--- src/rtl/res_data_pkg.sv ---
package res_data_pkg;

    localparam int PIXEL_W   = 16;
    localparam int PROD_W    = 2 * PIXEL_W;
    localparam int FRAC_BITS = 8;

    // Q8.8 pixel and coefficient words
    typedef logic signed [PIXEL_W-1:0] pixel_t;
    typedef logic signed [PIXEL_W-1:0] coef_t;

    // Full pixel times coefficient product, Q16.16
    typedef logic signed [PROD_W-1:0] prod_t;

    localparam pixel_t PIXEL_MAX = 16'sh7FFF;
    localparam pixel_t PIXEL_MIN = 16'sh8000;

    // Clamp a wide value into the pixel range
    function automatic pixel_t sat_pixel(prod_t v);
        if (v > prod_t'(PIXEL_MAX)) begin
            return PIXEL_MAX;
        end
        if (v < prod_t'(PIXEL_MIN)) begin
            return PIXEL_MIN;
        end
        return pixel_t'(v);
    endfunction

    function automatic pixel_t relu(pixel_t v);
        return v[PIXEL_W-1] ? '0 : v;
    endfunction

endpackage

--- src/rtl/res_ctrl_pkg.sv ---
package res_ctrl_pkg;

    // Stage control FSM
    //   ST_LOAD  coefficient words are accepted, pixels dropped
    //   ST_RUN   all coefficients loaded, pixels flow
    typedef enum logic {
        ST_LOAD = 1'b0,
        ST_RUN  = 1'b1
    } stage_state_t;

    // Slot of a coefficient inside one block
    // conv block:  0 scale, 1 bias
    // ident block: 0 scale a, 1 bias a, 2 scale b, 3 bias b
    typedef logic [1:0] coef_idx_t;

    localparam coef_idx_t SLOT_SCALE_A = 2'd0;
    localparam coef_idx_t SLOT_BIAS_A  = 2'd1;
    localparam coef_idx_t SLOT_SCALE_B = 2'd2;
    localparam coef_idx_t SLOT_BIAS_B  = 2'd3;

endpackage

--- src/rtl/pe_mac.sv ---
module pe_mac #(
    parameter int RELU_EN = 1
) (
    input  logic                clk,
    input  logic                rst_n,
    input  logic                valid_in,
    input  res_data_pkg::pixel_t x,
    input  res_data_pkg::coef_t  scale,
    input  res_data_pkg::coef_t  bias,
    output logic                valid_out,
    output res_data_pkg::pixel_t y
);

    import res_data_pkg::*;

    prod_t  product;
    prod_t  scaled;
    prod_t  biased;
    pixel_t sat;
    pixel_t y_next;

    ////////////////////////////////////////////////////////////
    // Scale, bias, saturate
    ////////////////////////////////////////////////////////////
    always_comb begin
        product = prod_t'(x) * prod_t'(scale);
        // Back to Q8.8 alignment, sign preserved
        scaled  = product >>> FRAC_BITS;
        biased  = scaled + prod_t'(bias);
        sat     = sat_pixel(biased);
        y_next  = (RELU_EN != 0) ? relu(sat) : sat;
    end

    always_ff @(posedge clk) begin
        if (!rst_n) begin
            valid_out <= 1'b0;
        end else begin
            valid_out <= valid_in;
        end
    end

    always_ff @(posedge clk) begin
        y <= y_next;
    end

    // Downstream blocks count on a clean valid once out of reset
    a_valid_known: assert property (
        @(posedge clk) disable iff (!rst_n)
        !$isunknown(valid_out)
    );

endmodule

--- src/rtl/ident_block.sv ---
module ident_block (
    input  logic                    clk,
    input  logic                    rst_n,
    input  logic                    valid_in,
    input  res_data_pkg::pixel_t    pxl_in,
    input  logic                    coef_we,
    input  res_ctrl_pkg::coef_idx_t coef_idx,
    input  res_data_pkg::coef_t     coef_data,
    output logic                    valid_out,
    output res_data_pkg::pixel_t    pxl_out
);

    import res_data_pkg::*;
    import res_ctrl_pkg::*;

    coef_t  scale_a;
    coef_t  bias_a;
    coef_t  scale_b;
    coef_t  bias_b;

    logic   valid_a;
    pixel_t pxl_a;
    logic   valid_b;
    pixel_t pxl_b;

    // Skip path matched to the two pe_mac steps
    pixel_t skip_d1;
    pixel_t skip_d2;
    pixel_t sum_next;

    always_ff @(posedge clk) begin
        if (!rst_n) begin
            scale_a <= '0;
            bias_a  <= '0;
            scale_b <= '0;
            bias_b  <= '0;
        end else if (coef_we) begin
            case (coef_idx)
                SLOT_SCALE_A: scale_a <= coef_data;
                SLOT_BIAS_A:  bias_a  <= coef_data;
                SLOT_SCALE_B: scale_b <= coef_data;
                SLOT_BIAS_B:  bias_b  <= coef_data;
            endcase
        end
    end

    ////////////////////////////////////////////////////////////
    // Residual path
    ////////////////////////////////////////////////////////////
    pe_mac #(
        .RELU_EN(1)
    ) mac_a (
        .clk      (clk),
        .rst_n    (rst_n),
        .valid_in (valid_in),
        .x        (pxl_in),
        .scale    (scale_a),
        .bias     (bias_a),
        .valid_out(valid_a),
        .y        (pxl_a)
    );

    // ReLU for this step comes after the skip add below
    pe_mac #(
        .RELU_EN(0)
    ) mac_b (
        .clk      (clk),
        .rst_n    (rst_n),
        .valid_in (valid_a),
        .x        (pxl_a),
        .scale    (scale_b),
        .bias     (bias_b),
        .valid_out(valid_b),
        .y        (pxl_b)
    );

    always_ff @(posedge clk) begin
        skip_d1 <= pxl_in;
        skip_d2 <= skip_d1;
    end

    ////////////////////////////////////////////////////////////
    // Skip add
    ////////////////////////////////////////////////////////////
    assign sum_next = relu(sat_pixel(prod_t'(pxl_b) + prod_t'(skip_d2)));

    always_ff @(posedge clk) begin
        if (!rst_n) begin
            valid_out <= 1'b0;
        end else begin
            valid_out <= valid_b;
        end
    end

    always_ff @(posedge clk) begin
        pxl_out <= sum_next;
    end

endmodule

--- config.mk ---
export PLATFORM = sky130hd
export DESIGN_NAME = ident_block
export DESIGN_NICKNAME = d
export VERILOG_FILES = /design/src/rtl/res_data_pkg.sv /design/src/rtl/res_ctrl_pkg.sv /design/src/rtl/pe_mac.sv /design/src/rtl/ident_block.sv
export SDC_FILE = /design/constraint.sdc
export NUM_CORES = 2
export LEC_CHECK = 0
export CORE_UTILIZATION = 60
export DETAILED_ROUTE_END_ITERATION = 10
export DONT_BUFFER_PORTS = 1
export PLACE_DENSITY = 0.79
export SLEW_MARGIN = 10
export SYNTH_ARGS = -nofsm -noshare
export SYNTH_HDL_FRONTEND = slang
export SYNTH_SLANG_ARGS = --single-unit
export TNS_END_PERCENT = 20
--- constraint.sdc ---
create_clock -name clk -period 29.1 [get_ports clk]
set_clock_uncertainty 0.15 [all_clocks]
set_input_delay 4.365 -clock clk [delete_from_list [all_inputs] [get_ports clk]]
set_output_delay 4.365 -clock clk [all_outputs]
set_load 0.1 [all_outputs]
Word level (Yosys, flattened, before mapping)
Index checks and enable logic that the tools add are counted.
Widths: inputs -> output; s select.

word-level totals
  bits of input ports = 38
  bits in registers = 146
  logic and storage cells = 53
  output and inout port bits = 17

operators by class
  $lt $le $gt $ge = 6
  multiplexer cells = 21
  multipliers = 2
  add/subtract/negate cells = 3
  eq/ne operators = 3
  reductions and logical operators = 5

operators with widths
  cell                  number
  $mux 16               12
  $gt 32x16->1 const B  2
  $lt 32x16->1 const B  2
  $mul 16x16->32        2
  $add 24x16->25        2
  $add 16x16->17        1
  $gt 17x16->1 const B  1
  $lt 17x16->1 const B  1
  $mux 1                9
  $reduce_and 2->1      4
  $eq 2x2->1 const B    2
  $eq 2x1->1 const B    1
  $logic_not 2->1       1

Longest topological paths before layout
  word-level depth = 7
  gate-level depth with buffers = 36
  depth with buffers taken out = 34

By module
From an unflattened synthesis, not the netlist that was laid out.

unflattened totals
  cells, all modules = 3004
  area total of the unflattened synthesis = 26919.6 µm²

by module, submodules not included
  module           times used  cells an instance  seq. area each (µm²)  area an instance (µm²)
  pe_mac at mac_b  1           1260               340.3                 11305.8
  pe_mac at mac_a  1           1281               320.3                 11269.6
  ident_block      1           463                2242.2                4344.2

Worst setup path before layout
Ideal clock, no wire load.

  path type = input port to flip-flop
  start point = in pxl_in[12]
  end point = reg mac_a.y[10]
  buffers on the path = 1
  path slack = 16.822 ns
  stages = 33
  arrival time = 12.013 ns
  setup time = 0.116 ns
  cell sequence = clkbuf_1 nand2_1 fa_1 fa_1 fa_1 inv_1 fa_1 fa_1 inv_1 fa_1 inv_1 ha_1 a21oi_1 o21ai_0 o21bai_1 a21oi_1 a31oi_1 o31a_1 o21a_1 o21a_1 nor2_1 xnor2_1 ha_1 a21oi_1 nor2b_1 xnor2_1 nor3b_1 a21oi_1 o211a_1 a2111o_1 a31o_1 o31a_1 a31o_1

between the ends
  cells in the longest elaborated chain, start to end = 7
  elaborated cells between the ends (all ways) = 10

RTL lines
  element                 line                source
  start: declaration      ident_block.sv:5    input res_data_pkg::pixel_t pxl_in,
  $mul 16x16->32 (*)      pe_mac.sv:26        product = prod_t'(x) * prod_t'(scale);
  $add 24x16->25 (*)      pe_mac.sv:29        biased = scaled + prod_t'(bias);
  $lt 32x16->1            res_data_pkg.sv:22  if (v < prod_t'(PIXEL_MIN)) begin
  $mux 1 (2 in a row)     res_data_pkg.sv:22
  $mux 16                 res_data_pkg.sv:25  return pixel_t'(v);
  $mux 16 (*)             res_data_pkg.sv:22
  end signal: assignment  pe_mac.sv:43        y <= y_next;
  end: declaration        pe_mac.sv:11        output res_data_pkg::pixel_t y

Mark *: on every way between the ends. The rest lies on a longest branch, timed or not. The select of a mux whose other input is x is not followed.
A chain may end at the register's enable or synchronous reset.

Worst setup path in the final report
  start point = in pxl_in[9]
  end point = reg mac_a.y[5]

Same word-level chain as after synthesis.

==> results.json <==
{
  "post_drt_wl_per_cell_microns": 18.41,
  "rr_startpoint": "scale_b[7]",
  "critical_path_class": "in -> reg",
  "rows": 74,
  "cts-htree-levels": 4,
  "gp_congestion": 0.9500,
  "viasPerCell": 5.730,
  "r2r_slack_ps": 18920,
  "cp-start-kind": "input pin",
  "min-delay-start": "skip_d1[1]",
  "cts_made_buffers": 17,
  "synth_top_area_cell": "fa_1",
  "cp-startpoint": "pxl_in[9]",
  "vias": 18850,
  "crit_family": "adder cells",
  "postCtsSetupRepairBufs": 0,
  "io_buffers": 0,
  "worstHoldEndpoint": "skip_d2[1]",
  "core_area_sq_um": 41020,
  "track_usage": 0.3036,
  "clk-insertion-delay-late_ps": 440,
  "crit_path_top_delay_cell": "fa_1",
  "die_x_microns": 206.3,
  "ir_drop_uv": 45.68,
  "max_cap_viol_count": 0,
  "fin_setup_tns_ps": 0,
  "antenna_cells": 0,
  "dieHeight_microns": 206.3,
  "p_leak_nw": 12.90,
  "relSlewSlack": 0.2343,
  "synth_ff_type": "dfxtp_1",
  "drive_above_1_share": 0.02104,
  "cts_resized": 0,
  "rsz0062_at_grt": "false",
  "ioPinCount": 55,
  "clk_path_buf_depth": 2,
  "final_nets": 3488,
  "setup_viol": 0,
  "hold_depth": 0,
  "drtAntennaViolNets": 0,
  "r2r-end": "mac_b.y[8]",
  "status": "complete, but fails checks",
  "syn_inst": 2819,
  "drt_iter0_markers": 1156,
  "synthesis.nets": 3563,
  "synth_edf_count": 0,
  "violations": "design-rule violations",
  "start_util": 0.6103,
  "firstDrtPassIters": 8,
  "cp_slowest_stage_delay_ps": 550,
  "synthTopCellsByArea": "fa_1 35%, ha_1 13%, dfxtp_1 12%",
  "drt-total-wl_microns": 60540,
  "drc": 12,
  "synth.avg_cell_area_sq_um": 8.880,
  "min_period_ps": 12420,
  "fin_crit_sh": 0.4267,
  "tightest_slew_ps": 1143,
  "syn_area_sq_um": 25030,
  "first_global_vias": 20400,
  "timing.fmax_ghz": 0.08054,
  "power_density_nw_per_um2": 47.79,
  "grt_overflow": 0,
  "ys_async_sr_fraction": 0,
  "synth_top_area_frac": 0.3543,
  "crit_top_cell": "fa_1",
  "cp-end-kind": "register",
  "worst_r2r_path_depth": 29,
  "ys_ff_latch": 145,
  "path_max_fanout": 17,
  "synthToLayoutAreaGrowth_pct": 3.774,
  "crit_buf_inv": 4,
  "antenna_found_initial": 2,
  "maxSlewViolCount": 0,
  "hold_violations": 0,
  "ys_warn_count": 0,
  "place_hpwl_microns": 48360,
  "finalPower_mw": 1.241,
  "grt_max_degree": 68,
  "cp.arrival_ps": 12600,
  "hold_path.class": "reg -> reg",
  "root_buffer": "clkbuf_16",
  "grt_pass1_wl_microns": 100500,
  "seq_area_frac_synth": 0.1160,
  "critPathRequiredTime_ps": 29290,
  "ys_types": 72,
  "hold_buffers": 0,
  "cts_tree": "built",
  "clk_pin_slew_ps": 70,
  "die-area_sq_um": 42540,
  "cts.sinks": 145
}
-- worst max-delay path by stage --
stage	slack [ps]	depth (start not counted)	endpoint
after floorplan	16820	33	mac_a.y[10]
after global placement	16500	33	mac_a.y[14]
after detailed placement	16300	33	mac_a.y[14]
after CTS	16750	33	mac_a.y[5]
after global routing	16210	33	mac_a.y[14]
final	16680	33	mac_a.y[5]
-- state kept, by name, indices dropped and copies added (netlist names) --
name,count
bias_a,16
bias_b,16
mac_b.y,16
scale_a,16
scale_b,16
skip_d1,16
skip_d2,16
mac_a.y,15
pxl_out,15
mac_a.valid_out,1
mac_b.valid_out,1
valid_out,1
-- Yosys cell counts, drive strengths merged, types with 7 or more instances --
cell type	n
nand2b	26
ha	263
dfxtp	145
o21bai	13
nor2b	20
o211ai	8
xor2	36
or2	7
and3	9
nor4	7
nand2	393
a211oi	13
nand4	19
o21ai	64
and2	239
a21boi	66
nand3	13
clkbuf	97
a31oi	14
inv	563
fa	443
o21a	19
xnor2	65
a21oi	90
nor3	16
o31ai	9
nor2	65
a31o	10
a21o	28
-- power by group --
group	switching [mW]	leakage, nW	internal, mW	total, mW
clock	0.102	0.303	0.131	0.233
combinational	0.369	11.4	0.259	0.628
sequential	0.147	1.20	0.234	0.381
-- worst register-to-register path: cells and delay by family, from the launching register on --
family	cells	cell delay, ps
fa+ha+maj	8	3670
flops	1	850
xor+xnor	2	280
buf+inv	3	140
simple gates	4	820
compound gates	12	4100
-- cells in the final DEF (no fill, tap or decap), types with 4 or more instances in the layout --
cell type and instances:
and3_1 9, o21bai_1 13, and2_1 239, nand3_1 13, nor3_1 15, nor2_1 65, dfxtp_1 145, xnor2_1 65
a31o_1 8, buf_4 5, o21ai_0 61, xor2_1 35, fa_1 443, o31ai_1 6, inv_6 6, a21oi_1 89
or2_2 5, nand2_1 392, a211oi_1 12, a21o_1 28, a21boi_0 66, or3_1 4, nor2b_1 20, clkbuf_16 17
nand4_1 19, nand2b_1 26, inv_1 563, o21a_1 19, nor3b_1 4, a31oi_1 13, nor4_1 7, ha_1 263
o211ai_1 8
-- stage by stage --
stage | worst slack (ps) | utilization | std cells | instance area (sq um) | hold slack, ps
after floorplan | 16820 | - | 2819 | 25030 | 159.6
after global placement | 16500 | 0.6182 | 3257 | 25360 | 164.4
after detailed placement | 16300 | 0.6182 | 3257 | 25360 | 163.5
after CTS | 16750 | 0.6333 | 3289 | 25980 | 170.8
after global routing | 16210 | 0.6333 | 3289 | 25980 | 178.0
final | 16680 | 0.6333 | 3289 | 25980 | 171.1
-- cell type report --
type                            instances  area [sq um]
Clock buffer                           17         425.4
Fill cell                            3389         15040
Multi-Input combinational cell       2012         19640
Clock inverter                         15         193.9
Timing Repair Buffer                    5         37.54
Tap cell                              532         665.6
Inverter                              563          2113
Sequential cell                       145          2903
-- cells by family (layout without fill, tap and decap cells) --
family	Yosys count	in the layout	share of synthesized area
buf+inv	662	600	0.09972
flops	145	145	0.1160
compound gates	371	371	0.09967
other cells	1	1	0.0001498
fa+ha+maj	706	706	0.4857
mux	2	2	0.0007998
xor+xnor	101	101	0.03609
simple gates	831	831	0.1619
-- metal layers --
metal	global-route usage	routed length (microns)
met2	0.5409	30500
met1	0.3674	23540
met3	0.04115	3984
met4	0.1266	2496
met5	0	17
(Power assumes the default switching activity.)
