==> src/rtl/res_data_pkg.sv <==
package res_data_pkg;

    localparam int PIXEL_W   = 16;
    localparam int PROD_W    = 2 * PIXEL_W;
    localparam int FRAC_BITS = 8;

    // Q8.8 pixel and coefficient words
    typedef logic signed [PIXEL_W-1:0] pixel_t;
    typedef logic signed [PIXEL_W-1:0] coef_t;

    // Full pixel times coefficient product, Q16.16
    typedef logic signed [PROD_W-1:0] prod_t;

    localparam pixel_t PIXEL_MAX = 16'sh7FFF;
    localparam pixel_t PIXEL_MIN = 16'sh8000;

    // Clamp a wide value into the pixel range
    function automatic pixel_t sat_pixel(prod_t v);
        if (v > prod_t'(PIXEL_MAX)) begin
            return PIXEL_MAX;
        end
        if (v < prod_t'(PIXEL_MIN)) begin
            return PIXEL_MIN;
        end
        return pixel_t'(v);
    endfunction

    function automatic pixel_t relu(pixel_t v);
        return v[PIXEL_W-1] ? '0 : v;
    endfunction

endpackage

==> src/rtl/res_ctrl_pkg.sv <==
package res_ctrl_pkg;

    // Stage control FSM
    //   ST_LOAD  coefficient words are accepted, pixels dropped
    //   ST_RUN   all coefficients loaded, pixels flow
    typedef enum logic {
        ST_LOAD = 1'b0,
        ST_RUN  = 1'b1
    } stage_state_t;

    // Slot of a coefficient inside one block
    // conv block:  0 scale, 1 bias
    // ident block: 0 scale a, 1 bias a, 2 scale b, 3 bias b
    typedef logic [1:0] coef_idx_t;

    localparam coef_idx_t SLOT_SCALE_A = 2'd0;
    localparam coef_idx_t SLOT_BIAS_A  = 2'd1;
    localparam coef_idx_t SLOT_SCALE_B = 2'd2;
    localparam coef_idx_t SLOT_BIAS_B  = 2'd3;

endpackage

==> src/rtl/pe_mac.sv <==
module pe_mac #(
    parameter int RELU_EN = 1
) (
    input  logic                clk,
    input  logic                rst_n,
    input  logic                valid_in,
    input  res_data_pkg::pixel_t x,
    input  res_data_pkg::coef_t  scale,
    input  res_data_pkg::coef_t  bias,
    output logic                valid_out,
    output res_data_pkg::pixel_t y
);

    import res_data_pkg::*;

    prod_t  product;
    prod_t  scaled;
    prod_t  biased;
    pixel_t sat;
    pixel_t y_next;

    ////////////////////////////////////////////////////////////
    // Scale, bias, saturate
    ////////////////////////////////////////////////////////////
    always_comb begin
        product = prod_t'(x) * prod_t'(scale);
        // Back to Q8.8 alignment, sign preserved
        scaled  = product >>> FRAC_BITS;
        biased  = scaled + prod_t'(bias);
        sat     = sat_pixel(biased);
        y_next  = (RELU_EN != 0) ? relu(sat) : sat;
    end

    always_ff @(posedge clk) begin
        if (!rst_n) begin
            valid_out <= 1'b0;
        end else begin
            valid_out <= valid_in;
        end
    end

    always_ff @(posedge clk) begin
        y <= y_next;
    end

    // Downstream blocks count on a clean valid once out of reset
    a_valid_known: assert property (
        @(posedge clk) disable iff (!rst_n)
        !$isunknown(valid_out)
    );

endmodule

==> src/rtl/conv_down_block.sv <==
module conv_down_block #(
    parameter int IMAGE_WIDTH  = 128,
    parameter int IMAGE_HEIGHT = 128
) (
    input  logic                    clk,
    input  logic                    rst_n,
    input  logic                    pxl_accept,
    input  res_data_pkg::pixel_t    pxl_in,
    input  logic                    coef_we,
    input  res_ctrl_pkg::coef_idx_t coef_idx,
    input  res_data_pkg::coef_t     coef_data,
    output logic                    valid_out,
    output res_data_pkg::pixel_t    pxl_out
);

    import res_data_pkg::*;
    import res_ctrl_pkg::*;

    localparam int COL_W = $clog2(IMAGE_WIDTH);
    localparam int ROW_W = $clog2(IMAGE_HEIGHT);

    coef_t            scale;
    coef_t            bias;
    logic [COL_W-1:0] col_cnt;
    logic [ROW_W-1:0] row_cnt;
    logic             keep;

    // Coefficient slots
    always_ff @(posedge clk) begin
        if (!rst_n) begin
            scale <= '0;
            bias  <= '0;
        end else if (coef_we) begin
            if (coef_idx == SLOT_SCALE_A) begin
                scale <= coef_data;
            end else if (coef_idx == SLOT_BIAS_A) begin
                bias <= coef_data;
            end
        end
    end

    ////////////////////////////////////////////////////////////
    // Raster position of the incoming pixel
    ////////////////////////////////////////////////////////////
    always_ff @(posedge clk) begin
        if (!rst_n) begin
            col_cnt <= '0;
            row_cnt <= '0;
        end else if (pxl_accept) begin
            if (col_cnt == COL_W'(IMAGE_WIDTH - 1)) begin
                col_cnt <= '0;
                // Wrap at frame end
                if (row_cnt == ROW_W'(IMAGE_HEIGHT - 1)) begin
                    row_cnt <= '0;
                end else begin
                    row_cnt <= row_cnt + 1'b1;
                end
            end else begin
                col_cnt <= col_cnt + 1'b1;
            end
        end
    end

    // Stride 2 in both directions
    assign keep = pxl_accept && !col_cnt[0] && !row_cnt[0];

    pe_mac #(
        .RELU_EN(1)
    ) mac0 (
        .clk      (clk),
        .rst_n    (rst_n),
        .valid_in (keep),
        .x        (pxl_in),
        .scale    (scale),
        .bias     (bias),
        .valid_out(valid_out),
        .y        (pxl_out)
    );

    a_col_range: assert property (
        @(posedge clk) disable iff (!rst_n)
        col_cnt < IMAGE_WIDTH
    );

endmodule

==> config.mk <==
export PLATFORM = sky130hd
export DESIGN_NAME = conv_down_block
export DESIGN_NICKNAME = d
export VERILOG_FILES = /design/src/rtl/res_data_pkg.sv /design/src/rtl/res_ctrl_pkg.sv /design/src/rtl/pe_mac.sv /design/src/rtl/conv_down_block.sv
export SDC_FILE = /design/constraint.sdc
export NUM_CORES = 1
export LEC_CHECK = 0
export BUFFER_PORTS_ARGS = -buffer_cell sky130_fd_sc_hd__buf_2
export CAP_MARGIN = 10
export CELL_PAD_IN_SITES_DETAIL_PLACEMENT = 2
export CELL_PAD_IN_SITES_GLOBAL_PLACEMENT = 2
export CORE_MARGIN = 3
export CORE_UTILIZATION = 44
export CTS_CLUSTER_SIZE = 8
export DETAILED_ROUTE_END_ITERATION = 12
export GPL_TIMING_DRIVEN = 0
export PLACE_DENSITY_LB_ADDON = 0.1
export SYNTH_ARGS = -nofsm -noshare
export SYNTH_HDL_FRONTEND = slang
export SYNTH_SLANG_ARGS = --single-unit
==> constraint.sdc <==
create_clock -name clk -period 28 [get_ports clk]
set_clock_uncertainty 0.15 [all_clocks]
set_input_delay 5.6 -clock clk [delete_from_list [all_inputs] [get_ports clk]]
set_output_delay 5.6 -clock clk [all_outputs]
set_load 0.01 [all_outputs]
After elaboration in Yosys (flattened, before gate mapping)
Cells that the tools add are included.
Widths: inputs -> output; s select.
{ "word_totals": {"register_bits": 63, "output_inout_bits": 17} }
{ "classes": {"mul": 1, "n_lt_le_gt_ge": 2, "reduce_logical": 8, "n_bitwise": 1, "n_addsub": 3, "n_mux": 9, "n_eq_ne": 3} }
{ "op_table": {"columns": ["op", "count"], "rows": [
  ["$mux 16", 4],
  ["$gt 32x16->1 const B", 1],
  ["$lt 32x16->1 const B", 1],
  ["$mul 16x16->32", 1],
  ["$add 24x16->25", 1],
  ["$add 7x1->7 const B", 2],
  ["$eq 7x7->1 const B", 2],
  ["$mux 7", 2],
  ["$reduce_and 2->1", 2],
  ["$mux 1", 3],
  ["$reduce_and 3->1", 1],
  ["$eq 2x1->1 const B", 1],
  ["$logic_and 1x1->1", 2],
  ["$logic_not 1->1", 2],
  ["$logic_not 2->1", 1],
  ["$not 1->1", 1]
]} }

Logic depth before layout (Yosys ltp)
{ "depth": {"ltp_word": 7, "mapped_depth": 35} }

Modules after synthesis
A second synthesis with hierarchy kept.
{ "hier_totals": {"hier_cells": 1497, "hier_area_um2": 13341.5} }
{ "modules_own_cells": {"columns": ["module", "area_per_inst_um2", "seq_area_each_um2", "cells_each", "instances"], "rows": [
  ["pe_mac", 11483.5, 320.3, 1270, 1],
  ["conv_down_block", 1858.0, 920.9, 227, 1]
]} }

Worst setup path before layout
No wires, ideal clock.
{ "synth_timing": {"kind": "in2reg", "start": "in pxl_in[15]", "end": "reg mac0.y[10]", "t_arrival_ns": 13.477, "path_buffers": 3, "path_stages": 32, "path_slack_ns": 14.238, "cell_sequence": "clkbuf_1 > nand2_1 > inv_1 > fa_1 > inv_1 > fa_1 > inv_1 > fa_1 > fa_1 > fa_1 > inv_1 > fa_1 > inv_1 > ha_1 > and4_1 > a2111oi_0 > a32oi_1 > a221oi_1 > nor2b_1 > o21a_1 > nor2_1 > ha_1 > clkbuf_1 > and2_1 > a221oi_1 > o21ai_0 > a211o_1 > o21ai_0 > a31oi_1 > nor4_4 > buf_6 > a21oi_1"} }
{ "synth_between": {"elab_chain_len": 7} }
{ "synth_lines": {"columns": ["item", "line_no", "text"], "rows": [
  ["start: declaration", "conv_down_block.sv:8", "input res_data_pkg::pixel_t pxl_in,"],
  ["$mul 16x16->32 (*)", "pe_mac.sv:26", "product = prod_t'(x) * prod_t'(scale);"],
  ["$add 24x16->25 (*)", "pe_mac.sv:29", "biased = scaled + prod_t'(bias);"],
  ["$lt 32x16->1", "res_data_pkg.sv:22", "if (v < prod_t'(PIXEL_MIN)) begin"],
  ["$mux 1 (2 in a row)", "res_data_pkg.sv:22", null],
  ["$mux 16", "res_data_pkg.sv:25", "return pixel_t'(v);"],
  ["$mux 16 (*)", "res_data_pkg.sv:22", null],
  ["end signal: assignment", "pe_mac.sv:43", "y <= y_next;"],
  ["end: declaration", "pe_mac.sv:11", "output res_data_pkg::pixel_t y"]
]} }
Mark *: on every way between the ends. The rest lies on a longest branch, timed or not. The select of a mux whose other input is x is not followed.
A chain may end at the register's enable or synchronous reset.

Worst setup path in the final report
{ "layout_timing": {"start": "in pxl_in[15]", "end": "reg mac0.y[3]"} }
The elaborated chain is that of the path after synthesis.

==> key figures <==
Setup path
  • Peak per-stage delay on the critical path: 0.59 ns
  • Worst setup EP type: flop
  • CP required: 28.02 ns
  • Slowest cell on crit path: fa_1
  • Buf/Inv on CP: 9
  • Critical path class: primary input to flop
  • Max Fanout on Critical Path: 10
  • Crit path max-delay family: adder cells
  • Crit path launch type: primary input
  • CP dominant cell by count: fa_1
  • Worst EP arrival: 15.20 ns

Synthesis
  • Synth Instances: 1504
  • Netlist cell types: 63
  • Top_reg_cell synth: dfxtp_1
  • Post-synth EDFFs: 0
  • Syn Std Cell Area: 13300 µm²
  • Synth warn: 0
  • Post-synthesis sequential area ratio: 0.0934
  • #FFs+latches synth: 62
  • Post-Syn Nets: 1911
  • Synth Area per Inst: 8.83 µm²
  • Synth async-reset ratio: 0

Timing
  • Tmin final: 15.18 ns
  • Peak Freq: 65.9 MHz
  • Slew Limit Headroom: 0.423
  • Worst Tran Pin Value: 0.865 ns
  • Unrepaired setup endpoints after global routing: no
  • Final Hold Fails: 0
  • Max-slew violation count: 0
  • Setup tns final: 0 ns
  • Final setup vio count: 0
  • Final Cycle Share: 0.542

Die
  • Initial Utilization: 0.454
  • Die Ht: 180 µm
  • Die Area: 32300 µm²
  • # IOs: 55
  • Chip width: 180 µm
  • Core Region: 29200 µm²
  • Core Rows: 62

Power
  • Sw Ratio: 0.445
  • Internal: 313 µW
  • Leakage power: 0.00706 µW
  • Comb power frac: 0.574
  • Peak VDD IR: 62.5 µV
  • Clock Power Share: 0.234
  • NetSw: 251 µW
  • PwrDens: 39.3 nW/µm²
  • Sequential power share: 0.192

Layout
  • Register area: 1240 µm²
  • Commonest non-fill, non-tap cell in the layout: inv_1
  • # nets final: 1975
  • Area delta synth->final: 8.27%
  • Cell Count, Final, Fillers Out: 1959
  • Commonest non-fill, non-tap cells in the layout: inv_1, fa_1, nand2_1
  • Layout cells sized above 1: 0.0540
  • Fillers: 3227
  • Area taken by multi-input logic gates: 10700 µm²
  • Final core utilization: 0.492

Clock network
  • CTS sink cnt: 62
  • Clock tree buffer depth: 2
  • Cts repair resizes: 0
  • Root cell of the clock tree: clkbuf_16
  • Clk_lat worst skew: 0.33 ns
  • Htree depth: 3
  • Post-CTS Setup Bufs: 0
  • CTS buffer count: 9
  • CTS tree: done
  • Clk slew on worst S/H paths: 0.06 ns
  • Hold buffer count at CTS: 0

Hold path
  • HP Class: flop to flop

Routing
  • Drt pass-1 iters: 4
  • Residual DRC: 0
  • Vias per cell: 5.55
  • Antenna Nets Post-Route: 0
  • DRT iter0 DRCs: 384
  • Routed wire length: 49000 µm
  • Per-cell routed wire length: 25.0 µm
  • Vias: 10870

Place
  • Post-DP HPWL: 41600 µm
  • PortBufs: 53
  • Cell Count Post-Placement: 1941
  • Routability-driven placement congestion ratio: 0.860

GRT
  • Largest net degree at the start of global routing: 13
  • First-pass GRT wire length: 78400 µm
  • Vias in the first global route: 13190
  • Total gr overflow: 0
  • Initial antenna violation count: 0
  • Global-route usage over all layers: 0.311

Job
  • MaxCap Viol Count: 0

Status
  • Outcome: completed
layer usage:
layer  GRT usage  vias up  wire, µm
li1            -     4753         -
met1       0.373     5706     19600
met2       0.552      288     24900
met3      0.0479      123      2000
met4       0.137        0      2510
met5           0        -         0
path summary, 6_finish.rpt:
kind	startpoint	endpoint	slack [ns]	depth (start not counted)
setup / recovery	pxl_in[15]	mac0.y[3]$_SDFF_PP0_	12.82	33
hold / removal	bias[4]$_SDFFE_PN0P_	bias[4]$_SDFFE_PN0P_	0.35	2
setup reg to reg	scale[7]$_SDFFE_PN0P_	mac0.y[3]$_SDFF_PP0_	17.58	31
hold reg to reg	bias[4]$_SDFFE_PN0P_	bias[4]$_SDFFE_PN0P_	0.35	2
stage by stage:
step	total power [µW]	worst slack, ns	hold slack [ns]	area (µm²)
finish	565	12.82	0.349	14400
global route	608	12.28	0.376	14400
CTS	567	12.85	0.347	14400
detailed placement	428	12.56	0.330	14000
global placement	407	12.87	0.314	14000
floorplan	322	14.24	0.298	13300
layout make-up:
type	count	share of cell area
diodes	2	0.000348
plain buffers	56	0.0161
clock buffers	10	0.0166
clock inverters	6	0.00757
inverters	304	0.0793
multi-input cells	1082	0.742
flip-flops and latches	62	0.0863
well taps	384	0.0334
repair buffers	53	0.0184
worst register-to-register path, delay by kind of cell, from the launching register on:
family	cells	cell delay, ns
buffers and inverters	7	1.80
flip-flops	1	0.31
AND/OR/NAND/NOR	6	1.38
AO/OA/AOI/OAI	10	2.78
adder cells (fa/ha/maj)	8	3.84
registers in the layout, indices dropped and copies added (netlist names):
signal / cells
bias: 16
scale: 16
mac0.y: 15
col_cnt: 7
row_cnt: 7
mac0.valid_out: 1
synthesized netlist by cell type, drive strengths merged, types with 3 or more instances:
cell type	count	area, µm²
inv	304	1140
fa	262	5250
nand2	217	815
and2	134	838
ha	107	1340
dfxtp	62	1240
clkbuf	51	191
nor2	46	173
xnor2	41	359
a21oi	39	203
a21boi	34	259
o21ai	25	125
a21o	18	135
xor2	17	149
nand3	12	60.1
a31oi	11	68.8
nand2b	10	62.6
nand4	10	62.6
and3	9	56.3
a211oi	7	52.6
nor2b	7	43.8
o21a	7	52.6
and4	6	52.6
or3	6	37.5
a221oi	5	50.0
buf	5	40.0
nor4	5	46.3
nor3	4	20.0
o21bai	4	30.0
or3b	4	35.0
o211ai	3	22.5
power groups by stage:
stage	logic [µW]	registers, µW	clock network [µW]
6_report	324	108	132
5_1_grt	361	110	137
4_1_cts	326	108	133
3_5_place_dp	318	109	0
3_3_place_gp	298	109	0
2_1_floorplan	209	113	0
cell families (layout without fill, tap and decap cells):
logic type,count (synthesis),count (layout),share of synthesized area
and+or+nand+nor,479,479,0.179
adders and majority gates,369,369,0.496
buffers and inverters,360,429,0.103
AOI/OAI and AO/OA,174,174,0.0893
DFF,62,62,0.0934
xor gates and xnor gates,58,58,0.0382
other,1,3,0.000282
muxes,1,1,0.000754
Note: power is estimated with default switching activity, not from simulation.
