### src/rtl/res_data_pkg.sv
package res_data_pkg;

    localparam int PIXEL_W   = 16;
    localparam int PROD_W    = 2 * PIXEL_W;
    localparam int FRAC_BITS = 8;

    // Q8.8 pixel and coefficient words
    typedef logic signed [PIXEL_W-1:0] pixel_t;
    typedef logic signed [PIXEL_W-1:0] coef_t;

    // Full pixel times coefficient product, Q16.16
    typedef logic signed [PROD_W-1:0] prod_t;

    localparam pixel_t PIXEL_MAX = 16'sh7FFF;
    localparam pixel_t PIXEL_MIN = 16'sh8000;

    // Clamp a wide value into the pixel range
    function automatic pixel_t sat_pixel(prod_t v);
        if (v > prod_t'(PIXEL_MAX)) begin
            return PIXEL_MAX;
        end
        if (v < prod_t'(PIXEL_MIN)) begin
            return PIXEL_MIN;
        end
        return pixel_t'(v);
    endfunction

    function automatic pixel_t relu(pixel_t v);
        return v[PIXEL_W-1] ? '0 : v;
    endfunction

endpackage

### src/rtl/res_ctrl_pkg.sv
package res_ctrl_pkg;

    // Stage control FSM
    //   ST_LOAD  coefficient words are accepted, pixels dropped
    //   ST_RUN   all coefficients loaded, pixels flow
    typedef enum logic {
        ST_LOAD = 1'b0,
        ST_RUN  = 1'b1
    } stage_state_t;

    // Slot of a coefficient inside one block
    // conv block:  0 scale, 1 bias
    // ident block: 0 scale a, 1 bias a, 2 scale b, 3 bias b
    typedef logic [1:0] coef_idx_t;

    localparam coef_idx_t SLOT_SCALE_A = 2'd0;
    localparam coef_idx_t SLOT_BIAS_A  = 2'd1;
    localparam coef_idx_t SLOT_SCALE_B = 2'd2;
    localparam coef_idx_t SLOT_BIAS_B  = 2'd3;

endpackage

### src/rtl/stage_ctrl.sv
module stage_ctrl #(
    parameter int IMAGE_WIDTH  = 128,
    parameter int IMAGE_HEIGHT = 128,
    parameter int N_IDENT      = 3
) (
    input  logic                    clk,
    input  logic                    rst_n,
    input  logic                    valid_in,
    input  logic                    weight_valid,
    input  res_data_pkg::coef_t     weight_data,
    input  logic                    out_valid,
    output logic                    pxl_accept,
    output logic [N_IDENT:0]        coef_we,
    output res_ctrl_pkg::coef_idx_t coef_idx,
    output res_data_pkg::coef_t     coef_data,
    output logic                    weights_ready,
    output logic                    frame_done
);

    import res_ctrl_pkg::*;

    // Two words for the conv block, four per identity block
    localparam int N_WORDS    = 2 + 4 * N_IDENT;
    localparam int CNT_W      = $clog2(N_WORDS);
    localparam int OUT_PIXELS = (IMAGE_WIDTH / 2) * (IMAGE_HEIGHT / 2);
    localparam int OUT_W      = $clog2(OUT_PIXELS + 1);

    stage_state_t     state;
    logic [CNT_W-1:0] word_cnt;
    logic [CNT_W-1:0] rel_cnt;
    logic             load_strobe;
    logic [N_IDENT:0] we_next;
    coef_idx_t        idx_next;
    logic [OUT_W-1:0] out_cnt;

    assign load_strobe   = weight_valid && (state == ST_LOAD);
    assign pxl_accept    = valid_in && (state == ST_RUN);
    assign weights_ready = (state == ST_RUN);

    ////////////////////////////////////////////////////////////
    // Word count to block and slot
    ////////////////////////////////////////////////////////////
    always_comb begin
        we_next  = '0;
        rel_cnt  = '0;
        idx_next = coef_idx_t'(word_cnt);
        if (word_cnt < CNT_W'(2)) begin
            we_next[0] = 1'b1;
        end else begin
            rel_cnt = word_cnt - CNT_W'(2);
            // Low two bits give the slot, the rest the block
            we_next[1 + rel_cnt / 4] = 1'b1;
            idx_next = coef_idx_t'(rel_cnt);
        end
    end

    always_ff @(posedge clk) begin
        if (!rst_n) begin
            state    <= ST_LOAD;
            word_cnt <= '0;
            coef_we  <= '0;
        end else begin
            coef_we <= load_strobe ? we_next : '0;
            if (load_strobe) begin
                if (word_cnt == CNT_W'(N_WORDS - 1)) begin
                    state <= ST_RUN;
                end else begin
                    word_cnt <= word_cnt + 1'b1;
                end
            end
        end
    end

    // Word and slot ride along with coef_we
    always_ff @(posedge clk) begin
        if (load_strobe) begin
            coef_data <= weight_data;
            coef_idx  <= idx_next;
        end
    end

    ////////////////////////////////////////////////////////////
    // Output frame count
    ////////////////////////////////////////////////////////////
    assign frame_done = out_valid && (out_cnt == OUT_W'(OUT_PIXELS - 1));

    always_ff @(posedge clk) begin
        if (!rst_n) begin
            out_cnt <= '0;
        end else if (out_valid) begin
            out_cnt <= frame_done ? '0 : out_cnt + 1'b1;
        end
    end

    a_we_onehot: assert property (
        @(posedge clk) disable iff (!rst_n)
        $onehot0(coef_we)
    );

    // Reload needs a reset
    a_no_weight_in_run: assert property (
        @(posedge clk) disable iff (!rst_n)
        !(weight_valid && state == ST_RUN)
    );

endmodule

### config.mk
export PLATFORM = sky130hd
export DESIGN_NAME = stage_ctrl
export DESIGN_NICKNAME = d
export VERILOG_FILES = /design/src/rtl/res_data_pkg.sv /design/src/rtl/res_ctrl_pkg.sv /design/src/rtl/stage_ctrl.sv
export SDC_FILE = /design/constraint.sdc
export NUM_CORES = 1
export LEC_CHECK = 0
export BUFFER_PORTS_ARGS = -buffer_cell sky130_fd_sc_hd__buf_4
export CAP_MARGIN = 5
export CORE_ASPECT_RATIO = 1.4
export CORE_UTILIZATION = 30
export DETAILED_ROUTE_END_ITERATION = 16
export PLACE_DENSITY = 0.58
export SLEW_MARGIN = 25
export SYNTH_ARGS = -nofsm -noshare
export SYNTH_HDL_FRONTEND = slang
export SYNTH_SLANG_ARGS = --single-unit
### constraint.sdc
create_clock -name clk -period 5.4 [get_ports clk]
set_input_delay 1.08 -clock clk [delete_from_list [all_inputs] [get_ports clk]]
set_output_delay 1.08 -clock clk [all_outputs]
set_load 0.01 [all_outputs]
# Word-level counts from Yosys, hierarchy flattened
# Index checks and enable logic that the tools add are counted.
# W data, S select, Z words.
[word_totals] reg_bits=40 in_bits=21 output_inout_bits=25 word_cells=33
[classes] n_addsub=4 order_cmp=3 eq_ne=2 mux=5 bitwise_logic=4 n_reduce_logical=8
[op_table] operator="$add A13 B1 Y13 const B" count=1
[op_table] operator="$eq A13 B12 Y1 const B" count=1
[op_table] operator="$mux W13" count=1
[op_table] operator="$reduce_and A2 Y1" count=3
[op_table] operator="$add A4 B1 Y4 const B" count=1
[op_table] operator="$eq A4 B4 Y1 const B" count=1
[op_table] operator="$logic_and A1 B1 Y1" count=4
[op_table] operator="$lt A4 B2 Y1 const B" count=1
[op_table] operator="$not A1 Y1" count=4
[op_table] operator="$sub A4 B2 Y4 const B" count=1
[op_table] operator="$add A1 B2 Y3 const A" count=1
[op_table] operator="$ge A3 B1 Y1 const B" count=1
[op_table] operator="$lt A3 B3 Y1 const B" count=1
[op_table] operator="$reduce_or A3 Y1" count=1
[op_table] operator="$demux W1 S2" count=1
[op_table] operator="$mux W1" count=2
[op_table] operator="$mux W2" count=1

# Logic depth before layout (Yosys ltp)
# Gate-level depths: netlist of the first run.
[depth] depth_word=7 mapped_depth=6 ltp_nobuf=6

# Least setup slack after synthesis of the first run
# OpenSTA, ideal clock, no wires.
[synth_path] path_kind="input to output" startpoint="input port out_valid" endpoint="output port frame_done" arrival_ns=1.753 t_required_ns=4.320 setup_slack_ns=2.567 stages=3 path_buffers=1 path_cell_list="buf_2 nand4_4 nor4_4"
[synth_between] elab_chain_cells=1
[synth_rtl] element="start, declared" line_no="stage_ctrl.sv:11" source="input logic out_valid,"
[synth_rtl] element="$logic_and A1 B1 Y1" line_no="stage_ctrl.sv:85" source="assign frame_done = out_valid && (out_cnt == OUT_W'(OUT_PIXELS - 1));"
[synth_rtl] element="end, declared" line_no="stage_ctrl.sv:17" source="output logic frame_done"
# No other way between the ends.

# Final worst setup path of the first run
# Same ends and word-level chain as after synthesis.

==> impl_metrics.csv, run 1 <==
group,metric,value,unit
timing,fmax,335,MHz
worst_setup_path,arrival,1.90,ns
synthesis,ys_warn_count,0,
global_routing,globalRoute.totalOverflow,0,
timing,period_needed,2.98,ns
floorplanning,initial_utilization,0.317,
worst_setup_path,path_cells,"buf_4, nand4_4, nor4_4, buf_4",
drt,ant_nets,0,
timing,setup_viol,0,
synthesis,synth_xor_area_frac,0.0787,
worst_setup_path,crit_top_cell,"buf_4",
place,gp_congestion,0.772,
job,maxCapViolations,0,
clock_network,path_clk_slew,0.07,ns
worst_setup_path,required,4.32,ns
synthesis,synth_top_area_cell,"edfxtp_1",
synthesis,synth_area_leaders,"edfxtp_1 (35%), dfxtp_1 (28%), ha_1 (4.0%)",
worst_setup_path,end_kind,"primary output",
final_layout,final_cells,241,
timing,relSlewSlack,0.775,
synthesis,synth_edf_count,18,
timing,hold_violations,0,
synthesis,synth_simple_gate_area_share,0.194,
drt,wl_per_cell,11.2,um
place,dpl-instance-area,1960,um^2
global_routing,grt_max_degree,19,
floorplanning,core_area,4920,um^2
final_layout,final_area,2090,um^2
floorplanning,die_x,62.9,um
timing,worst_pin_slew,0.334,ns
final_layout,syn_to_final_growth,34.3,%
synthesis,syn-cell-area,1560,um^2
drt,vias,1071,
synthesis,synth_compound_area_frac,0.0297,
place,dp_hpwl,2030,um
drt,totalWireLength,2700,um
synthesis,synth.area.mux_share,0,
worst_setup_path,cp_slowest_cell,"nor4_4",
timing,finClkSkew,0.00888,ns
pwr,p_per_area,322,nW/um^2
synthesis,async_flop_share,0,
final_layout,antennaDiodeCount,0,
synthesis,synth_nets,153,
clock_network,post_cts_buffers,0,
worst_setup_path,worst_setup_path_start_kind,"input port",
synthesis,synth_area_per_cell,12.3,um^2
timing,setup_tns,0,ns
clock_network,cts_sinks,40,
run_status,status,"finished, final reports clean",
global_routing,antenna_found_initial,0,
worst_setup_path,r2r_slack,3.67,ns
final_layout,final_nets,202,
timing,finalMaxSlewViolations,0,
global_routing,grtUsageTotal,0.108,
place,dp.cells,233,
clock_network,h-tree-depth,2,
drt,drc,0,
worst_setup_path,critPathMaxStageDelay,0.36,ns
clock_network,cts_resized,0,
drt,first_pass_iters,4,
worst_setup_path,criticalPathCategory,"in -> out",
timing,timing.final.crit_share,0.552,
min_path,min_path_type,"reg -> reg",
synthesis,synth_ff_type,"dfxtp_1",
final_layout,drive_gt1_frac,0.316,
clock_network,cts_hold_buf,0,
pwr,ir_worst_vdd,141,uV
global_routing,grt_pass1_vias,1064,
clock_network,cts_buffer_depth,2,
synthesis,ys_seq_area_frac,0.630,
place,io_buffers,45,
worst_setup_path,cp_max_fo,8,
clock_network,clock_latency,0.29,ns
global_routing,grt_pass1_wl,4600,um
floorplanning,pin_count,46,
final_layout,final_cell_mix,"buf_4 (46), dfxtp_1 (22), edfxtp_1 (18), nor2_1 (12), nand2_1 (9)",
floorplanning,rows,30,
synthesis,synth_fa_ha_area_frac,0.0402,
clock_network,cts_buffers,5,
synthesis,ys_types,29,
synthesis,synth.top_cell.area_share,0.347,
timing,rsz0062_at_grt,"no",
timing,fin_hold_ws,0.511,ns
floorplanning,die_h,87.3,um
final_layout,layout_commonest_cell,"buf_4",
synthesis,synth-seq-cells,40,
synthesis,synth_top_family_by_area,"simple AND/OR/NAND/NOR gates",
drt,viasPerCell,4.44,
drt,drtIter0Drc,27,
clock_network,cts_tree,"built",
synthesis,synthCells,127,
clock_network,cts-root-buf,"clkbuf_8",
floorplanning,die_area,5490,um^2
pwr,power_leakage,0.856,nW
[sequential cells by signal, summed over array words and instances (netlist names)]
register	count
coef_data	16
coef_idx	2
coef_we	4
out_cnt	13
weights_ready	1
word_cnt	4
[metrics by stage]
stage	utilization	setup WS, ns	power, mW
3_3_place_gp	0.398	2.45	0.398
2_1_floorplan	-	2.57	0.368
6_report	0.425	2.42	0.674
3_5_place_dp	0.398	2.42	0.400
5_1_grt	0.425	2.37	0.704
4_1_cts	0.425	2.41	0.685
[layer usage]
layer	up-vias	track usage	wire (um)	share of wire
met5	-	0	0	0
met4	0	0.0444	32	0.012
met3	4	0.0445	205	0.076
met2	41	0.196	1350	0.50
met1	489	0.109	1100	0.41
li1	537	-	-	-
[final timing paths]
path                             startpoint           to  depth (start not counted)
worst max-delay path              out_valid   frame_done                          4
worst min-delay path            out_cnt[12]  out_cnt[12]                          1
worst max register to register   out_cnt[0]   out_cnt[4]                          5
worst min register to register  out_cnt[12]  out_cnt[12]                          1
[Yosys cell counts, types with 2 or more instances]
cell	number
nor2b_1	2
xnor2_1	7
nand4_1	5
nor4_1	3
dfxtp_1	22
and2_1	6
and3_1	2
nor2_1	12
nor3_1	2
edfxtp_1	18
nand3_1	5
clkbuf_1	2
inv_1	5
nand2_1	9
o211a_1	2
xor2_1	7
ha_1	5
o22ai_1	2
[power by group]
part | internal [mW] | switching [mW]
combinational | 0.0293 | 0.0241
clock | 0.185 | 0.0970
sequential | 0.332 | 0.00704
total | 0.546 | 0.128
[final cells by class]
| type | instances | area (um^2) |
|---|---|---|
| inverters | 5 | 18.8 |
| flip-flops and latches | 40 | 981 |
| well taps | 64 | 80.1 |
| fillers | 493 | 2830 |
| multi-input cells | 78 | 534 |
| clock buffers | 6 | 72.6 |
| repair buffers | 46 | 345 |
| clock inverters | 2 | 60.1 |
[logic make-up (layout without fill, tap and decap cells)]
logic type	after synthesis	count (layout)
adders and majority gates	5	5
AOI/OAI and AO/OA	6	6
xor gates and xnor gates	14	14
and+or+nand+nor	53	53
DFF	40	40
buffers and inverters	9	59
[critical path: cells and delay by family]
family,cells,cell delay (ns)
buffers and inverters,2,0.31
and+or+nand+nor,2,0.50
Note: power is estimated with default switching activity, not from simulation.
==> run 2: changes to the inputs <==
- clock period: 5.4 -> 3 ns (I/O delays scaled with it)
==> run 2 against run 1 <==
Critical path depth unchanged. Worst setup slack got worse by 1.6 ns. Die area unchanged. Hold slack worse by 0.025 ns. Via count grew 0.56%.
==> impl_metrics.csv, run 2 (synthesis gave the netlist of run 1 again) <==
group,metric,value,unit
final_layout,layout_commonest_cell,"buf_4",
worst_setup_path,end_kind,"primary output",
final_layout,regArea,981,um^2
drt,totalWireLength,2700,um
clock_network,path_clk_slew,0.07,ns
timing,relSlewSlack,0.537,
final_layout,final_cell_mix,"buf_4 (46), dfxtp_1 (22), edfxtp_1 (18), nor2_1 (12), nand2_1 (9)",
place,gp_congestion,0.795,
min_path,min_path_type,"in -> reg",
worst_setup_path,r2r_cells,5,
clock_network,h-tree-depth,2,
global_routing,globalRoute.totalOverflow,0,
clock_network,cts_buffer_depth,2,
global_routing,antenna_found_initial,0,
place,io_buffers,45,
worst_setup_path,arrival,1.63,ns
worst_setup_path,cp_max_fo,5,
final_layout,final_nets,202,
floorplanning,initial_utilization,0.317,
drt,drtIter0Drc,24,
timing,fin_hold_ws,0.486,ns
floorplanning,die_area,5490,um^2
worst_setup_path,r2r_slack,1.26,ns
timing,finClkSkew,0.00542,ns
run_status,status,"finished, final reports clean",
final_layout,syn_to_final_growth,32.7,%
place,dp_hpwl,2080,um
floorplanning,rows,30,
final_layout,multi_input_area,534,um^2
timing,fmax,448,MHz
timing,setup_tns,0,ns
drt,first_pass_iters,4,
final_layout,largest_register,"coef_data",
min_path,hold_depth,1,
timing,rsz0062_at_grt,"no",
floorplanning,die_h,87.3,um
final_layout,largest_register_ffs,16,
floorplanning,core_area,4920,um^2
global_routing,grt_max_degree,14,
final_layout,fin_util,0.420,
worst_setup_path,critPathLaunch,"out_cnt[0]",
clock_network,cts_resized,0,
clock_network,cts_tree,"built",
worst_setup_path,worst_setup_path_start_kind,"register",
floorplanning,pin_count,46,
drt,drc,0,
timing,setup_ws,0.769,ns
timing,finalMaxSlewViolations,0,
global_routing,grt_pass1_wl,4610,um
clock_network,post_cts_buffers,0,
pwr,power_leakage,0.846,nW
worst_setup_path,criticalPathCategory,"reg -> out",
pwr,p_per_area,544,nW/um^2
drt,viasPerCell,4.47,
timing,timing.final.crit_share,0.744,
place,dpl_worst_slack,0.989,ns
clock_network,cts_sinks,40,
global_routing,grt_pass1_vias,1080,
clock_network,cts_buffers,5,
final_layout,antennaDiodeCount,0,
worst_setup_path,r2r_start,"out_cnt[0]",
global_routing,grtUsageTotal,0.108,
final_layout,fill_cells,485,
timing,period_needed,2.23,ns
clock_network,cts-root-buf,"clkbuf_8",
clock_network,cts_hold_buf,0,
timing,hold_violations,0,
floorplanning,die_x,62.9,um
min_path,worstHoldStart,"weight_data[7]",
clock_network,clock_latency,0.28,ns
drt,ant_nets,0,
worst_setup_path,required,2.40,ns
drt,vias,1077,
final_layout,final_area,2070,um^2
timing,setup_viol,0,
pwr,ir_worst_vdd,271,uV
final_layout,drive_gt1_frac,0.316,
place,dpl-instance-area,1960,um^2
drt,wl_per_cell,11.2,um
final_layout,largestRegisters,"coef_data: 16 flops, out_cnt: 13 flops",
job,maxCapViolations,0,
timing,worst_pin_slew,0.694,ns
==> run 2: cell count changes in the layout (fill, tap and decap cells not counted), sizes merged <==
| cell | before | now |
|---|---|---|
| bufinv | 2 | 1 |
| clkinv | 0 | 1 |
==> run 2: through the flow <==
stage	total power [mW]	cells
after floorplan	0.662	127
after detailed placement	0.719	233
after global placement	0.716	233
final	1.12	241
after global routing	1.18	241
after CTS	1.14	241
==> run 2: final timing paths <==
kind,end
max,frame_done
min,coef_data[7]
max reg2reg,out_cnt[11]
min reg2reg,out_cnt[1]
==> run 2: cell type report <==
cell class                 instances  share of cell area
clock buffer                       6              0.0351
clock inverter                     2              0.0169
tap                               64              0.0387
multi-input combinational         78               0.258
sequential                        40               0.475
inverter                           5             0.00908
timing repair buffer              46               0.167
==> run 2: where the power goes <==
| group | total (mW) | leakage (nW) | internal [mW] | switching, mW |
|---|---|---|---|---|
| registers | 0.610 | 0.355 | 0.597 | 0.0127 |
| logic | 0.0952 | 0.436 | 0.0525 | 0.0428 |
| clock network | 0.419 | 0.0552 | 0.247 | 0.172 |
==> run 2: worst max-delay path, stage by stage (launching register included) <==
cell	delay [ns]
dfxtp_1	0.40
ha_1	0.26
nand4_1	0.20
nor4_4	0.32
buf_4	0.18
==> run 2: per-layer routing <==
metal,up-vias,part of all wire,GRT usage
li1,536,-,-
met1,496,0.39,0.111
met2,40,0.53,0.196
met3,5,0.060,0.0393
met4,0,0.016,0.0465
met5,-,0,0
==> run 3: changes to the inputs <==
- clock period: 3 -> 2.2 ns (I/O delays scaled with it)
==> run 3 against run 2 <==
Power grew 37%. Wire length shrank 0.41%. Via count shrank 0.46%. Clock-buffer cell count shrank 1. Critical endpoint unchanged. Largest cell class unchanged.
==> impl_metrics.csv, run 3 (synthesis gave the netlist of run 1 again) <==
group,metric,value,unit
final_layout,largest_register,"coef_data",
global_routing,antenna_found_initial,0,
timing,period_needed,2.06,ns
final_layout,regArea,981,um^2
pwr,p_seq_frac,0.539,
final_layout,multi_input_area,534,um^2
final_layout,final_cells,241,
clock_network,h-tree-depth,2,
min_path,min_path_type,"in -> reg",
pwr,p_per_area,744,nW/um^2
pwr,ir_worst_vdd,353,uV
drt,ant_nets,0,
timing,timing.final.crit_share,0.936,
clock_network,cts_buffer_depth,2,
clock_network,cts_sinks,40,
clock_network,path_clk_slew,0.08,ns
worst_setup_path,required,1.76,ns
clock_network,cts_tree,"built",
timing,relSlewSlack,0.767,
place,dp.cells,233,
timing,rsz0062_at_grt,"no",
place,gp_congestion,0.830,
drt,totalWireLength,2690,um
global_routing,grt_pass1_wl,4440,um
clock_network,clock_latency,0.29,ns
timing,setup_viol,0,
worst_setup_path,arrival,1.62,ns
global_routing,grt_pass1_vias,1022,
pwr,power_leakage,0.845,nW
final_layout,largestRegisters,"coef_data: 16 flops, out_cnt: 13 flops",
clock_network,post_cts_buffers,0,
drt,viasPerCell,4.45,
pwr,comb_power_share,0.085,
pwr,intPower,1.22,mW
clock_network,cts-root-buf,"clkbuf_8",
timing,fmax,486,MHz
timing,finalMaxSlewViolations,0,
run_status,status,"finished, final reports clean",
final_layout,syn_to_final_growth,32.9,%
pwr,p_sw_frac,0.207,
worst_setup_path,worst_setup_path_start_kind,"register",
drt,wl_per_cell,11.2,um
floorplanning,die_h,87.3,um
timing,hold_violations,0,
final_layout,largest_register_ffs,16,
drt,first_pass_iters,4,
global_routing,grtUsageTotal,0.105,
timing,finClkSkew,0.00452,ns
final_layout,antennaDiodeCount,0,
global_routing,grt_max_degree,19,
floorplanning,rows,30,
job,maxCapViolations,0,
drt,vias,1072,
floorplanning,die_x,62.9,um
floorplanning,initial_utilization,0.317,
global_routing,globalRoute.totalOverflow,0,
drt,drc,0,
final_layout,final_nets,202,
worst_setup_path,cp_max_fo,5,
worst_setup_path,criticalPathCategory,"reg -> out",
place,io_buffers,45,
clock_network,cts_hold_buf,0,
floorplanning,core_area,4920,um^2
clock_network,cts_resized,0,
drt,drtIter0Drc,48,
pwr,clkPwrFrac,0.376,
floorplanning,pin_count,46,
clock_network,cts_buffers,5,
timing,worst_pin_slew,0.347,ns
final_layout,drive_gt1_frac,0.322,
worst_setup_path,end_kind,"primary output",
floorplanning,die_area,5490,um^2
final_layout,fill_cells,472,
pwr,p_sw,0.319,mW
final_layout,layout_commonest_cell,"buf_4",
final_layout,final_cell_mix,"buf_4 (46), dfxtp_1 (22), edfxtp_1 (18), nor2_1 (12), nand2_1 (9)",
timing,setup_tns,0,ns
place,dp_hpwl,2070,um
==> run 3: cell type report <==
class / instances / area share
multi-input combinational: 78 / 0.258
clock buffer: 5 / 0.0332
timing repair buffer: 46 / 0.167
inverter: 5 / 0.00906
tap: 64 / 0.0387
sequential: 40 / 0.474
clock inverter: 3 / 0.0205
==> run 3: path summary, 6_finish.rpt <==
check | end | from | cells past startpoint | slack, ns
setup / recovery | frame_done | out_cnt[0] | 4 | 0.14
hold / removal | coef_data[7] | weight_data[7] | 1 | 0.32
setup reg to reg | out_cnt[4] | out_cnt[0] | 5 | 0.49
hold reg to reg | out_cnt[12] | out_cnt[12] | 1 | 0.51
==> run 3: power by group through the flow <==
stage	clock (mW)	combinational [mW]	sequential, mW
2_1_floorplan	0	0.0411	0.862
6_report	0.579	0.130	0.831
4_1_cts	0.603	0.133	0.831
3_5_place_dp	0	0.133	0.848
5_1_grt	0.633	0.144	0.834
3_3_place_gp	0	0.129	0.847
==> run 3: per-stage QoR <==
step | setup slack [ns] | utilization | hold WS, ns | power [mW] | area, um^2
3_3_place_gp | 0.514 | 0.398 | 0.488 | 0.977 | 1960
5_1_grt | 0.0461 | 0.421 | 0.304 | 1.61 | 2070
6_report | 0.141 | 0.421 | 0.322 | 1.54 | 2070
4_1_cts | 0.131 | 0.421 | 0.311 | 1.57 | 2070
3_5_place_dp | 0.453 | 0.398 | 0.507 | 0.981 | 1960
2_1_floorplan | 0.158 | - | 0.476 | 0.903 | 1560
==> run 3: worst max-delay path, stage by stage, from the launching register on <==
cell and delay, ns:
dfxtp_1 0.38, ha_1 0.25, nand4_1 0.19, nor4_4 0.33
buf_4 0.18
==> run 3: layer usage <==
metal | vias up | part of all wire | global-route usage
met5 | - | 0 | 0
met4 | 0 | 0.0078 | 0.0444
met1 | 491 | 0.40 | 0.109
met2 | 45 | 0.52 | 0.182
li1 | 534 | - | -
met3 | 2 | 0.077 | 0.0484
